[config.mk]
export PLATFORM = sky130hd
export DESIGN_NAME = runner_ground_top
export DESIGN_NICKNAME = d
export VERILOG_FILES = /design/src/hdl/runner_pkg.sv /design/src/hdl/runner_ground_top.sv /design/src/hdl/horizon_line.sv /design/src/hdl/game_ctrl.sv /design/src/hdl/frame_lfsr.sv
export SDC_FILE = /design/constraint.sdc
export NUM_CORES = 1
export LEC_CHECK = 0
export BUFFER_PORTS_ARGS = -buffer_cell sky130_fd_sc_hd__buf_2
export CAP_MARGIN = 30
export CORE_AREA = 5 5 136 138
export DETAILED_ROUTE_END_ITERATION = 6
export DIE_AREA = 0 0 141 143
export HOLD_SLACK_MARGIN = 0.05
export REMOVE_ABC_BUFFERS = 1
export SLEW_MARGIN = 20
export SYNTH_ARGS = -nofsm -noshare
export SYNTH_HDL_FRONTEND = slang
export SYNTH_SLANG_ARGS = --single-unit
[constraint.sdc]
create_clock -name clk -period 4.8 [get_ports clk]
set_input_delay 0.48 -clock clk [delete_from_list [all_inputs] [get_ports clk]]
set_output_delay 0.48 -clock clk [all_outputs]
set_load 0.05 [all_outputs]
[src/hdl/runner_pkg.sv]
package runner_pkg;

    // Top level game flow
    typedef enum logic [1:0] {
        IDLE,
        RUNNING,
        CRASHED
    } game_state_t;

    // Horizon scroller FSM, prefixed to keep clear of the game states
    typedef enum logic [1:0] {
        LINE_WAITING,
        LINE_RUNNING,
        LINE_UPDATING,
        LINE_CRASHED
    } line_state_t;

    typedef logic [14:0]        speed_t;    // Sub-pixels per frame
    typedef logic signed [10:0] x_pos_t;    // On-screen pixel x
    typedef logic [10:0]        rng_t;      // Random data per frame

    localparam int DEF_WIDTH        = 640;    // Screen width in pixels
    localparam int DEF_SPEED_SCALE  = 1024;   // Sub-pixel steps per pixel
    localparam int DEF_INIT_SPEED   = 6144;   // Six pixels per frame
    localparam int DEF_ACCEL        = 1;
    localparam int DEF_MAX_SPEED    = 13312;  // Thirteen pixels per frame
    localparam int DEF_FRAME_CYCLES = 16;     // Clocks per frame

endpackage
[src/hdl/runner_ground_top.sv]
`timescale 1ns/1ps

module runner_ground_top #(
    parameter int WIDTH        = runner_pkg::DEF_WIDTH,
    parameter int SPEED_SCALE  = runner_pkg::DEF_SPEED_SCALE,
    parameter int INIT_SPEED   = runner_pkg::DEF_INIT_SPEED,
    parameter int ACCEL        = runner_pkg::DEF_ACCEL,
    parameter int MAX_SPEED    = runner_pkg::DEF_MAX_SPEED,
    parameter int FRAME_CYCLES = runner_pkg::DEF_FRAME_CYCLES
) (
    input  logic                    clk,
    input  logic                    rst,
    input  logic                    start,
    input  logic                    crash,
    output runner_pkg::game_state_t game_state,
    output runner_pkg::speed_t      speed,
    output runner_pkg::x_pos_t      x_pos_a,
    output runner_pkg::x_pos_t      x_pos_b,
    output logic                    bump_a,
    output logic                    bump_b
);

    logic             update;    // Frame pulse
    runner_pkg::rng_t rng_data;

    game_ctrl #(
        .INIT_SPEED  (INIT_SPEED),
        .ACCEL       (ACCEL),
        .MAX_SPEED   (MAX_SPEED),
        .FRAME_CYCLES(FRAME_CYCLES)
    ) u_game_ctrl (
        .clk       (clk),
        .rst       (rst),
        .start     (start),
        .crash     (crash),
        .game_state(game_state),
        .speed     (speed),
        .update    (update)
    );

    frame_lfsr u_frame_lfsr (
        .clk     (clk),
        .rst     (rst),
        .update  (update),
        .rng_data(rng_data)
    );

    // Start and crash go to both the controller and the scroller
    horizon_line #(
        .WIDTH      (WIDTH),
        .SPEED_SCALE(SPEED_SCALE)
    ) u_horizon_line (
        .clk     (clk),
        .rst     (rst),
        .update  (update),
        .speed   (speed),
        .start   (start),
        .crash   (crash),
        .rng_data(rng_data),
        .x_pos_a (x_pos_a),
        .x_pos_b (x_pos_b),
        .bump_a  (bump_a),
        .bump_b  (bump_b)
    );

endmodule

[src/hdl/horizon_line.sv]
`timescale 1ns/1ps

// Two screen-wide ground segments that scroll left and swap sides
module horizon_line #(
    parameter int WIDTH       = runner_pkg::DEF_WIDTH,
    parameter int SPEED_SCALE = runner_pkg::DEF_SPEED_SCALE
) (
    input  logic               clk,
    input  logic               rst,
    input  logic               update,
    input  runner_pkg::speed_t speed,
    input  logic               start,
    input  logic               crash,
    input  runner_pkg::rng_t   rng_data,
    output runner_pkg::x_pos_t x_pos_a,
    output runner_pkg::x_pos_t x_pos_b,
    output logic               bump_a,
    output logic               bump_b
);

    // Game position in sub-pixels
    typedef logic signed [20:0] game_pos_t;

    localparam game_pos_t          SPAN  = game_pos_t'(WIDTH * SPEED_SCALE);
    localparam game_pos_t          SCALE = game_pos_t'(SPEED_SCALE);
    localparam runner_pkg::x_pos_t X_FAR = runner_pkg::x_pos_t'(WIDTH);

    runner_pkg::line_state_t state;
    runner_pkg::line_state_t next_state;

    game_pos_t pos_a;
    game_pos_t pos_b;
    game_pos_t speed_s;
    game_pos_t step_a;
    game_pos_t step_b;
    game_pos_t new_a;
    game_pos_t new_b;
    logic      wrap_a;
    logic      wrap_b;
    logic      started;
    logic      advance;

    // Jump a segment that left the screen to the far side
    function automatic game_pos_t wrapped(game_pos_t pos, logic wrap);
        game_pos_t result;
        result = pos;
        if (wrap) begin
            result = pos + SPAN + SPAN;  // Two adds keep the sum in range
        end
        return result;
    endfunction

    // Signed divide truncates toward zero
    function automatic runner_pkg::x_pos_t to_pixel(game_pos_t pos);
        return runner_pkg::x_pos_t'(pos / SCALE);
    endfunction

    assign speed_s = game_pos_t'({1'b0, speed});

    always_comb begin
        step_a = pos_a - speed_s;
        step_b = pos_b - speed_s;
        wrap_a = step_a <= -SPAN;  // Fully off the left edge
        wrap_b = step_b <= -SPAN;
        new_a  = wrapped(step_a, wrap_a);
        new_b  = wrapped(step_b, wrap_b);
    end

    // Scroller FSM
    always_comb begin
        next_state = state;
        case (state)
            runner_pkg::LINE_WAITING: begin
                next_state = runner_pkg::LINE_RUNNING;
            end
            runner_pkg::LINE_RUNNING: begin
                if (update && started) begin
                    next_state = runner_pkg::LINE_UPDATING;
                end
            end
            runner_pkg::LINE_UPDATING: begin
                next_state = runner_pkg::LINE_RUNNING;
            end
            runner_pkg::LINE_CRASHED: begin
                next_state = runner_pkg::LINE_CRASHED;
            end
            default: begin
                next_state = runner_pkg::LINE_WAITING;
            end
        endcase
        if (crash) begin
            next_state = runner_pkg::LINE_CRASHED;  // Freeze on crash
        end
    end

    // Move on the same edge that samples update
    assign advance = (next_state == runner_pkg::LINE_UPDATING);

    always_ff @(posedge clk) begin
        if (rst) begin
            state   <= runner_pkg::LINE_WAITING;
            started <= 1'b0;
            pos_a   <= '0;
            pos_b   <= SPAN;   // Second segment starts off the right edge
            x_pos_a <= '0;
            x_pos_b <= X_FAR;
            bump_a  <= 1'b0;
            bump_b  <= 1'b0;
        end else begin
            state <= next_state;
            if (start) begin
                started <= 1'b1;
            end
            if (advance) begin
                pos_a   <= new_a;
                pos_b   <= new_b;
                x_pos_a <= to_pixel(new_a);
                x_pos_b <= to_pixel(new_b);
                if (wrap_a) begin
                    bump_a <= rng_data[0];  // New bump type for the fresh segment
                end
                if (wrap_b) begin
                    bump_b <= rng_data[0];
                end
            end
        end
    end

endmodule

[src/hdl/game_ctrl.sv]
`timescale 1ns/1ps

module game_ctrl #(
    parameter int INIT_SPEED   = runner_pkg::DEF_INIT_SPEED,
    parameter int ACCEL        = runner_pkg::DEF_ACCEL,
    parameter int MAX_SPEED    = runner_pkg::DEF_MAX_SPEED,
    parameter int FRAME_CYCLES = runner_pkg::DEF_FRAME_CYCLES
) (
    input  logic                    clk,
    input  logic                    rst,
    input  logic                    start,
    input  logic                    crash,
    output runner_pkg::game_state_t game_state,
    output runner_pkg::speed_t      speed,
    output logic                    update
);

    localparam int CNT_W = (FRAME_CYCLES > 1) ? $clog2(FRAME_CYCLES) : 1;

    localparam logic [CNT_W-1:0]   LAST_TICK = CNT_W'(FRAME_CYCLES - 1);
    localparam runner_pkg::speed_t SPEED_0   = runner_pkg::speed_t'(INIT_SPEED);
    localparam runner_pkg::speed_t SPEED_TOP = runner_pkg::speed_t'(MAX_SPEED);
    localparam logic [15:0]        ACCEL_W   = 16'(ACCEL);
    localparam logic [15:0]        MAX_W     = 16'(MAX_SPEED);

    runner_pkg::game_state_t next_state;
    logic [CNT_W-1:0]        tick_cnt;
    logic                    frame_done;
    logic [15:0]             speed_sum;   // One spare bit for the carry
    runner_pkg::speed_t      speed_next;

    // Game FSM
    always_comb begin
        next_state = game_state;
        case (game_state)
            runner_pkg::IDLE: begin
                if (start) begin
                    next_state = runner_pkg::RUNNING;
                end
            end
            runner_pkg::RUNNING: begin
                next_state = runner_pkg::RUNNING;
            end
            runner_pkg::CRASHED: begin
                next_state = runner_pkg::CRASHED;  // Held until rst
            end
            default: begin
                next_state = runner_pkg::IDLE;
            end
        endcase
        if (crash) begin
            next_state = runner_pkg::CRASHED;  // Crash wins over start
        end
    end

    always_ff @(posedge clk) begin
        if (rst) begin
            game_state <= runner_pkg::IDLE;
        end else begin
            game_state <= next_state;
        end
    end

    // Frame tick counter, sits at zero outside RUNNING
    assign frame_done = (game_state == runner_pkg::RUNNING) && (tick_cnt == LAST_TICK);

    always_ff @(posedge clk) begin
        if (rst) begin
            tick_cnt <= '0;
        end else if (game_state != runner_pkg::RUNNING || frame_done) begin
            tick_cnt <= '0;
        end else begin
            tick_cnt <= tick_cnt + 1'b1;
        end
    end

    // Registered so the pulse lands FRAME_CYCLES after entry
    always_ff @(posedge clk) begin
        if (rst) begin
            update <= 1'b0;
        end else begin
            update <= frame_done && !crash;  // No frame once crashed
        end
    end

    // Speed ramp with saturation
    always_comb begin
        speed_sum = {1'b0, speed} + ACCEL_W;
        if (speed_sum >= MAX_W) begin
            speed_next = SPEED_TOP;
        end else begin
            speed_next = speed_sum[14:0];
        end
    end

    always_ff @(posedge clk) begin
        if (rst) begin
            speed <= SPEED_0;
        end else if (update && !crash) begin
            speed <= speed_next;  // Horizon takes the old value on this edge
        end
    end

endmodule

[src/hdl/frame_lfsr.sv]
`timescale 1ns/1ps

module frame_lfsr (
    input  logic             clk,
    input  logic             rst,
    input  logic             update,
    output runner_pkg::rng_t rng_data
);

    localparam logic [15:0] SEED = 16'hACE1;

    logic [15:0] lfsr;
    logic        feedback;

    // Taps 16, 15, 13 and 4, counted from one
    assign feedback = lfsr[15] ^ lfsr[14] ^ lfsr[12] ^ lfsr[3];

    always_ff @(posedge clk) begin
        if (rst) begin
            lfsr <= SEED;
        end else if (update) begin
            lfsr <= {lfsr[14:0], feedback};  // One step per frame
        end
    end

    // Low bits only, reflects the earlier frames during an update
    assign rng_data = lfsr[10:0];

endmodule

==> results of run 1 <==
-- power by group --
part           switching [W]  leakage [nW]  internal, W  total (W)
Sequential        0.00000198         0.863     0.000889   0.000891
Clock               0.000367         0.155     0.000426   0.000793
Combinational      0.0000227          1.96   0.00000526  0.0000280
-- cells in the final DEF, fill, tap and decap left out, types with 26 or more instances in the layout --
| cell type | count |
|---|---|
| buf_2 | 44 |
| nor2_1 | 88 |
| xnor2_1 | 37 |
| ha_1 | 35 |
| nand3_1 | 26 |
| a21oi_1 | 79 |
| o21ai_0 | 34 |
| buf_4 | 27 |
| nand2_1 | 117 |
| dfxtp_1 | 107 |
| inv_1 | 27 |
-- logic make-up after synthesis --
group / share of synthesized area, %
AND/OR/NAND/NOR: 24.1
AO/OA/AOI/OAI: 22.7
flip-flops: 31.7
buffers and inverters: 4.17
XOR/XNOR: 7.10
adder cells (fa/ha/maj): 7.26
multiplexers: 3.00
-- state kept, by name (all words and copies together), names as in the netlist --
name,count
u_horizon_line.started,1
u_game_ctrl.tick_cnt,4
u_horizon_line.pos_b,21
u_horizon_line.pos_a,21
u_frame_lfsr.lfsr,16
u_game_ctrl.update,1
u_horizon_line.x_pos_b,11
u_game_ctrl.speed,15
u_horizon_line.bump_b,1
u_horizon_line.x_pos_a,11
u_horizon_line.state,2
u_horizon_line.bump_a,1
u_game_ctrl.game_state,2
-- what timing repair did --
action / in CTS / in global routing
setup buffers: 0 / 1
setup endpoints to repair: 0 / 2
gates resized for setup: 0 / 5
-- through the flow --
stage	std cells	area, µm²	util [%]	power, W
after floorplan	818	6580	-	0.000922
after global placement	1113	7280	42.7	0.000941
after detailed placement	1113	7280	42.7	0.000941
after CTS	1129	7590	44.5	0.00173
after global routing	1130	7610	44.6	0.00178
final	1130	7610	44.6	0.00171
-- worst max-delay path by stage --
stage,startpoint,end
final,u_game_ctrl.speed[5],u_horizon_line.x_pos_b[10]
after global routing,u_game_ctrl.speed[0],u_horizon_line.x_pos_b[10]
after CTS,u_game_ctrl.speed[7],u_horizon_line.x_pos_b[10]
after detailed placement,u_game_ctrl.speed[7],u_horizon_line.x_pos_b[10]
after global placement,u_game_ctrl.speed[7],u_horizon_line.x_pos_b[10]
after floorplan,u_game_ctrl.update,u_horizon_line.x_pos_a[9]
-- metal layers --
layer  wire, µm  part of all wire, %  GRT usage [%]
met5          0                    0              0
met4        231                  1.3           4.33
met3        591                  3.3           2.91
met2       8640                   49           31.0
met1       8280                   47           23.2
-- cell type report --
class                   count  area [µm²]  area share [%]
clock buffers              10         239            3.14
clock inverters             6        68.8           0.904
inverters                  28         105            1.38
multi-input cells         683        4350            57.2
flip-flops and latches    107        2140            28.1
well taps                 225         282            3.70
repair buffers             71         423            5.55
-- worst reg2reg max path, cell delays in order, from the launching register on --
cell and delay, ns:
dfxtp_1 0.41, inv_1 0.11, ha_1 0.25, a21o_1 0.23, a221o_1 0.41, a31o_4 0.30, or4_4 0.52, nand4_4 0.16
nor4_1 0.10, a211oi_1 0.32, and3_1 0.22, ha_1 0.19, ha_1 0.18, and2_1 0.16, or3b_4 0.40, or4_1 0.39
a31oi_1 0.16
==> run summary, run 1 <==
Worst Hold Path EP -> u_horizon_line.started
N_diodes -> 0
Total gr overflow -> 0
Worst R2R Path Depth -> 16
WP buf/inv -> 1
Final Critical Period -> 4.58 ns
Chip height -> 143 µm
Most used standard cell by instance count after synthesis -> nand2_1
Sequential area share after synthesis -> 31.7%
Post-route ant nets -> 0
Peak VDD IR -> 0.168 mV
P_leak -> 2.98 nW
Synth Instances -> 863
I/O Buffers -> 44
Most frequent cells after synthesis -> nand2_1, dfxtp_1, nor2_1, a21oi_1, clkbuf_1
Hold Slack -> 0.356 ns
Hold path depth -> 3
Rel. slew slack -> 50.1%
Crit Reg-Reg Endpoint -> u_horizon_line.x_pos_b[10]
GRT Total Usage -> 17.8%
CP Depth -> 16
Reg2reg setup slack -> 0.22 ns
Top delay family on crit path -> simple AND/OR/NAND/NOR gates
Clk Latency, worst-skew pair -> 0.36 ns
Num CTS Buffers -> 9
Final worst setup slack -> 0.221 ns
Initial Utilization -> 39.6%
Largest net degree at the start of global routing -> 43
Main flop type after synthesis -> dfxtp_1
Status -> completed
Synth area leaders -> dfxtp_1, ha_1, nand2_1
YS warnings -> 0
Yosys reg bits -> 107
WP data arrival -> 4.87 ns
Die Width -> 141 µm
1st-iter DRT viols -> 421
DR vias -> 6,200
Routability congestion estimate -> 0.917
Clk sinks -> 107
Max Fanout on Critical Path -> 7
Max Root-Sink Buffers -> 2
Slowest stage delay, CP -> 0.52 ns
# H-tree levels -> 3
Power per cell area -> 225 nW/µm²
Distinct cell type count after synthesis -> 66
Avg WL per Cell -> 15.7 µm
Via-per-instance ratio -> 5.49
Slowest CP cell -> or4_4
IO Pins -> 45
Setup Skew -> 0.00635 ns
Post-synth top area share -> 31.7%
Cell taking the most area after synthesis -> dfxtp_1
Asr flop ratio synth -> 0%
CTS tree -> yes
Mapped Avg Cell Area -> 7.82 µm²
Mapped cell area -> 6750 µm²
Final WL -> 17.7 mm
First-pass GRT wire length -> 29.5 mm
Final Hold Fails -> 0
Root Driver -> clkbuf_16
Crit Path Class -> reg -> reg
Critical Path Start Type -> flip-flop
Vias in the first global route -> 5,829
Peak Freq -> 218 MHz
Row cnt -> 48
Final setup TNS -> 0 ns
Nets -> 942
Worst EP required -> 5.09 ns
CTS Hold Bufs -> 0
Worst r2r src -> u_game_ctrl.speed[5]
Worst-path cell chain -> inv_1 -> ha_1 -> a21o_1 -> a221o_1 -> a31o_4 -> or4_4 -> nand4_4 -> nor4_1 -> a211oi_1 -> and3_1 -> ha_1 -> ha_1 -> and2_1 -> or3b_4 -> or4_1 -> a31oi_1
Dpl ws -> 0.221 ns
HPWL Detailed -> 13.2 mm
Drt first pass iters -> 5
FILL cells -> 1,760
Final setup vio count -> 0
Die area -> 20,200 µm²
Max-slew violation count -> 0
Clock Pin Slew Worst Setup and Hold Paths -> 0.08 ns
Fraction of layout cells with a size suffix above 1 -> 11.5%
CP endpoint kind -> flip-flop
Max-cap violations -> 0
Tcrit/Tclk final -> 95.4%
CP most frequent cell -> ha_1
Core area -> 17,100 µm²
Worst hold path type -> in -> reg
Initial antenna violation count -> 0
Drt drc -> 0
Post-synth EDFFs -> 0
Hold Startpoint -> start
Measured slew at the worst slew-check pin -> 0.748 ns
Area grow syn2layout -> 12.8%
No activity file was read; power rests on OpenSTA's default activity.
==> run 2: changes to the inputs <==
--- a/config.mk
+++ b/config.mk
@@ -7,9 +7,9 @@
 export LEC_CHECK = 0
 export BUFFER_PORTS_ARGS = -buffer_cell sky130_fd_sc_hd__buf_2
 export CAP_MARGIN = 30
-export CORE_AREA = 5 5 136 138
+export CORE_AREA = 5 5 157 159
 export DETAILED_ROUTE_END_ITERATION = 6
-export DIE_AREA = 0 0 141 143
+export DIE_AREA = 0 0 162 164
 export HOLD_SLACK_MARGIN = 0.05
 export REMOVE_ABC_BUFFERS = 1
 export SLEW_MARGIN = 20
==> run 2 against run 1 <==
  * Sequential cell count unchanged
  * Total power down 3.1%
  * First-iteration DRC count shrank 15%
  * Clock skew up 0.00066 ns
  * Routed wire length grew 2.9%
  * Design area grew 1.0%
  * Sequential share of layout area shrank 0.22 points
  * Global-route usage decreased by 4.0 points
  * Die area is 32% higher
  * Setup slack improved by 0.053 ns
  * Combinational power is essentially flat
  * Worst hold slack got worse by 0.0022 ns
  * Largest power group unchanged
==> run summary, run 2 (synthesis results as in run 1) <==
CP endpoint kind -> flip-flop
Nets -> 940 (-0.21%)
Status -> completed
Via-per-instance ratio -> 5.19 (-5.3%)
FILL cells -> 2,450 (+39%)
Peak VDD IR -> 0.152 mV (-9.9%)
Final setup vio count -> 0 (unchanged)
IO Pins -> 45 (unchanged)
Max Fanout on Critical Path -> 7 (unchanged)
Initial antenna violation count -> 0 (unchanged)
Setup Skew -> 0.00701 ns (+0.000664 ns)
Final setup TNS -> 0 ns (unchanged)
Worst hold path type -> in -> reg
Crit Path Class -> reg -> reg
Rel. slew slack -> 43.2% (-6.9 points)
Critical Path Start Type -> flip-flop
Final Critical Period -> 4.53 ns (-0.0529 ns)
RSZ-0062 raised after global routing -> no
Total power -> 0.00166 W (-3.1%)
Avg WL per Cell -> 15.3 µm (-2.5%)
Drt first pass iters -> 4 (-1)
1st-iter DRT viols -> 359 (-15%)
Clock Pin Slew Worst Setup and Hold Paths -> 0.08 ns (about the same)
Largest registers -> u_horizon_line.pos_a x21, u_horizon_line.pos_b x21, u_frame_lfsr.lfsr x16
Fraction of layout cells with a size suffix above 1 -> 12.0% (+0.47 points)
Peak Freq -> 221 MHz (+1.2%)
GRT Total Usage -> 13.8% (-4.0 points)
Final Hold Fails -> 0 (unchanged)
DR vias -> 6,196 (-0.065%)
CTS Hold Bufs -> 0 (unchanged)
HPWL Detailed -> 13.7 mm (+3.5%)
Post-route ant nets -> 0 (unchanged)
Total gr overflow -> 0 (unchanged)
First-pass GRT wire length -> 29.9 mm (+1.4%)
Num CTS Buffers -> 9 (unchanged)
Row cnt -> 56 (+17%)
Measured slew at the worst slew-check pin -> 0.851 ns (+0.103 ns)
I/O Buffers -> 44 (unchanged)
Final WL -> 18.3 mm (+2.9%)
Die Width -> 162 µm (+15%)
Drt drc -> 0 (unchanged)
Most common cell after layout, fill and taps aside -> nand2_1
WP data arrival -> 4.82 ns (-0.05 ns)
N_diodes -> 0 (unchanged)
Clk sinks -> 107 (unchanged)
Root Driver -> clkbuf_16
Clk Latency, worst-skew pair -> 0.36 ns (about the same)
CTS tree -> yes
Tcrit/Tclk final -> 94.3% (-1.1 points)
Max-cap violations -> 0 (unchanged)
Largest net degree at the start of global routing -> 63 (+47%)
Commonest cells after routing, fill and taps aside -> nand2_1, dfxtp_1, nor2_1
Chip height -> 164 µm (+15%)
Dpl ws -> 0.219 ns (-0.00168 ns)
Power per cell area -> 216 nW/µm² (-4.1%)
# H-tree levels -> 3 (unchanged)
Max Root-Sink Buffers -> 2 (unchanged)
Max-slew violation count -> 0 (unchanged)
Final worst setup slack -> 0.274 ns (+0.0529 ns)
Placed instance area -> 7340 µm² (+0.91%)
Core area -> 23,100 µm² (+36%)
P_leak -> 2.95 nW (-0.93%)
Worst EP required -> 5.09 ns (about the same)
Die area -> 26,600 µm² (+32%)
Routability congestion estimate -> 0.917 (about the same)
Area grow syn2layout -> 13.9%
Vias in the first global route -> 5,909 (+1.4%)
Initial Utilization -> 29.2% (-10 points)
Final instance area -> 7690 µm² (+1.0%)
-- run 2: layout make-up --
| class | instances | area, µm² | area share, % |
|---|---|---|---|
| Clock inverter | 5 | 45.0 | 0.586 |
| Clock buffer | 11 | 243 | 3.16 |
| Multi-Input combinational cell | 683 | 4380 | 57.0 |
| Timing Repair Buffer | 69 | 408 | 5.30 |
| Inverter | 28 | 105 | 1.37 |
| Tap cell | 290 | 363 | 4.72 |
| Sequential cell | 107 | 2150 | 27.9 |
-- run 2: path summary, 6_finish.rpt --
check                                               start                          to  slack, ns  depth (start not counted)
worst min-delay path                                start      u_horizon_line.started       0.35                          3
worst min register to register  u_horizon_line.x_pos_b[6]   u_horizon_line.x_pos_b[6]       0.45                          2
worst max-delay path                 u_game_ctrl.speed[5]  u_horizon_line.x_pos_b[10]       0.27                         16
worst max register to register       u_game_ctrl.speed[5]  u_horizon_line.x_pos_b[10]       0.27                         16
-- run 2: metrics by stage --
stage	utilization (%)	std cells	hold WS [ns]
floorplan	-	818	0.418
global placement	31.8	1176	0.430
detailed placement	31.8	1176	0.439
CTS	33.0	1192	0.345
global route	33.3	1193	0.359
finish	33.3	1193	0.354
-- run 2: critical path: stages, from the launching register on --
cell and delay [ns]:
dfxtp_2 0.37, inv_1 0.10, ha_1 0.26, a21o_1 0.24
a221o_1 0.41, a31o_4 0.30, or4_4 0.52, nand4_4 0.16
nor4_1 0.09, a211oi_1 0.29, and3_1 0.21, ha_1 0.19
ha_1 0.18, and2_1 0.16, or3b_4 0.40, or4_1 0.40
a31oi_1 0.16
-- run 2: routing by layer --
layer	vias to the layer above	global-route usage (%)	wire length [µm]
met5	-	0	0
met2	111	23.1	8580
met4	0	5.84	506
met3	29	2.33	579
li1	3192	-	-
met1	2864	17.7	8580
-- run 2: where the power goes --
part	internal (W)	leakage [nW]	switching [W]
combinational	0.00000471	1.95	0.0000231
clock	0.000375	0.138	0.000365
sequential	0.000889	0.866	0.00000204
-- run 2: repair_timing --
action,CTS,global route
buffers inserted,0,1
setup endpoints to repair,0,4
endpoints found under the hold margin,0,0
gates resized for setup,0,14
==> run 3: changes to the inputs <==
--- a/config.mk
+++ b/config.mk
@@ -7,10 +7,13 @@
 export LEC_CHECK = 0
 export BUFFER_PORTS_ARGS = -buffer_cell sky130_fd_sc_hd__buf_2
 export CAP_MARGIN = 30
+export CELL_PAD_IN_SITES_DETAIL_PLACEMENT = 1
+export CELL_PAD_IN_SITES_GLOBAL_PLACEMENT = 1
 export CORE_AREA = 5 5 157 159
 export DETAILED_ROUTE_END_ITERATION = 6
 export DIE_AREA = 0 0 162 164
 export HOLD_SLACK_MARGIN = 0.05
+export PLACE_DENSITY_LB_ADDON = 0.1
 export REMOVE_ABC_BUFFERS = 1
 export SLEW_MARGIN = 20
 export SYNTH_ARGS = -nofsm -noshare
==> run 3 against run 2 <==
  * Sequential share of layout area shrank 0.21 points
  * Combinational power grew 5%
  * First-iteration DRC count shrank 33%
  * Sequential cell count is the same
  * Design area grew 0.76%
  * Final cell count grew 0.59%
  * Register-to-register slack lost 0.04 ns
  * Total power grew 2.0%
  * Clock skew grew 0.0040 ns
  * Highest routed layer unchanged
  * Count of clock-buffer cells in the layout shrank 2
  * Critical path depth is the same
  * Critical path type unchanged
==> run summary, run 3 (synthesis results as in run 1) <==
Avg WL per Cell -> 18.3 µm (+20%)
Final Hold Fails -> 0 (unchanged)
Num CTS Buffers -> 9 (unchanged)
Critical Path Start Type -> flip-flop
I/O Buffers -> 44 (unchanged)
P_leak -> 3.00 nW (+1.5%)
Worst EP required -> 5.10 ns (about the same)
Root Driver -> clkbuf_16
Int Power -> 0.00126 W (-0.49%)
IO Pins -> 45 (unchanged)
Post-route ant nets -> 0 (unchanged)
Peak Freq -> 219 MHz (-0.79%)
Nets -> 947 (+0.74%)
Clock share of power -> 45.6% (+1.0 points)
Drt first pass iters -> 4 (unchanged)
# H-tree levels -> 3 (unchanged)
Clk Latency, worst-skew pair -> 0.36 ns (about the same)
Final setup vio count -> 0 (unchanged)
Crit path launch -> u_game_ctrl.speed[6]
Sequential cell area -> 2150 µm² (unchanged)
Reg2reg setup slack -> 0.24 ns (-0.04 ns)
Worst hold path type -> in -> reg
Hold Startpoint -> start
Measured slew at the worst slew-check pin -> 0.900 ns (+0.0488 ns)
Setup Skew -> 0.0110 ns (+0.00402 ns)
Fraction of layout cells with a size suffix above 1 -> 12.7% (+0.79 points)
FILL cells -> 2,793 (+14%)
Initial Utilization -> 29.2% (unchanged)
Power per cell area -> 218 nW/µm² (+1.2%)
HPWL Detailed -> 16.8 mm (+23%)
Comb pwr share -> 1.7% (about the same)
Chip height -> 164 µm (unchanged)
Switching power -> 0.000429 W (+9.9%)
Die Width -> 162 µm (unchanged)
Max-cap violations -> 0 (unchanged)
Core area -> 23,100 µm² (unchanged)
Switching Fraction -> 25.4% (+1.8 points)
DR vias -> 6,446 (+4.0%)
Via-per-instance ratio -> 5.37 (+3.4%)
Status -> completed
Worst r2r src -> u_game_ctrl.speed[6]
Max-slew violation count -> 0 (unchanged)
Total gr overflow -> 0 (unchanged)
Commonest cells after routing, fill and taps aside -> nand2_1, dfxtp_1, nor2_1
Hold Slack -> 0.342 ns (-0.0120 ns)
CTS tree -> yes
CP endpoint kind -> flip-flop
Worst Hold Path EP -> u_horizon_line.started
Area grow syn2layout -> 14.8%
Largest registers -> u_horizon_line.pos_a x21, u_horizon_line.pos_b x21, u_frame_lfsr.lfsr x16
Hold path depth -> 3 (unchanged)
Clock Pin Slew Worst Setup and Hold Paths -> 0.09 ns (about the same)
Area of the multi-input gates -> 4380 µm² (unchanged)
Tcrit/Tclk final -> 95.1% (+0.76 points)
N_diodes -> 0 (unchanged)
1st-iter DRT viols -> 241 (-33%)
Crit Path Class -> reg -> reg
WP data arrival -> 4.86 ns (+0.04 ns)
Peak VDD IR -> 0.173 mV (+14%)
Max Root-Sink Buffers -> 2 (unchanged)
Row cnt -> 56 (unchanged)
First-pass GRT wire length -> 35.8 mm (+20%)
Initial antenna violation count -> 0 (unchanged)
Most common cell after layout, fill and taps aside -> nand2_1
Crit Reg-Reg Endpoint -> u_horizon_line.x_pos_b[10]
Final WL -> 22.0 mm (+21%)
Final Critical Period -> 4.56 ns (+0.0363 ns)
Worst R2R Path Depth -> 16 (unchanged)
GRT Total Usage -> 16.7% (+2.9 points)
Flop pwr share -> 52.7% (-1.0 points)
Final setup TNS -> 0 ns (unchanged)
Rel. slew slack -> 39.9% (-3.3 points)
Die area -> 26,600 µm² (unchanged)
Routability congestion estimate -> 0.857 (-6.5%)
Drt drc -> 0 (unchanged)
Vias in the first global route -> 6,688 (+13%)
Largest net degree at the start of global routing -> 61 (-3.2%)
Max Fanout on Critical Path -> 7 (unchanged)
Clk sinks -> 107 (unchanged)
run 3: stage by stage:
stage	std cells	utilization (%)	power, W	setup slack (ns)	cell area, µm²
floorplan	818	-	0.000922	-0.0541	6580
detailed placement	1181	31.9	0.000943	0.0690	7380
finish	1200	33.5	0.00169	0.238	7750
CTS	1197	33.2	0.00173	0.0342	7680
global placement	1181	31.9	0.000942	0.266	7380
global route	1200	33.5	0.00176	-0.0533	7750
run 3: metal layers:
layer	part of all wire (%)	track usage, %	vias up
li1	-	-	3194
met1	44	19.9	3165
met2	52	31.4	67
met3	2.1	2.31	20
met4	1.8	4.61	0
met5	0	0	-
run 3: area by class of cell:
class,count,area share (%)
tap,290,4.68
clock buffer,9,2.91
sequential,107,27.7
clock inverter,7,0.888
inverter,28,1.36
multi-input combinational,683,56.5
timing repair buffer,76,5.94
run 3: repair_timing:
action,4_1_cts,5_1_grt
hold buffers,0,0
buffers inserted,0,3
endpoints found under the hold margin,0,0
resized for setup,0,15
setup endpoints to repair,0,7
run 3: critical path, stage by stage, from the launching register on:
cell	delay, ns
dfxtp_1	0.38
inv_2	0.09
ha_1	0.32
a21o_1	0.20
a221o_1	0.38
a31o_4	0.29
or4_4	0.53
nand4_4	0.16
nor4_1	0.09
a211oi_1	0.31
and3_1	0.21
ha_1	0.19
ha_1	0.19
and2_1	0.18
or3b_4	0.40
or4_1	0.40
a31oi_1	0.17
run 3: power by group through the flow:
stage	clock network (W)	logic, W	registers, W
2_1_floorplan	0	0.00000699	0.000915
3_3_place_gp	0	0.0000299	0.000912
3_5_place_dp	0	0.0000305	0.000913
4_1_cts	0.000807	0.0000306	0.000892
5_1_grt	0.000839	0.0000328	0.000892
6_report	0.000771	0.0000293	0.000892
run 3: how the worst max path moves through the flow:
stage / slack (ns) / endpoint / cells past startpoint
floorplan: -0.05 / u_horizon_line.x_pos_a[9] / 5
global placement: 0.27 / u_horizon_line.x_pos_b[10] / 16
detailed placement: 0.07 / u_horizon_line.x_pos_b[10] / 17
CTS: 0.03 / u_horizon_line.x_pos_b[10] / 16
global route: -0.05 / u_horizon_line.x_pos_b[10] / 15
finish: 0.24 / u_horizon_line.x_pos_b[10] / 16
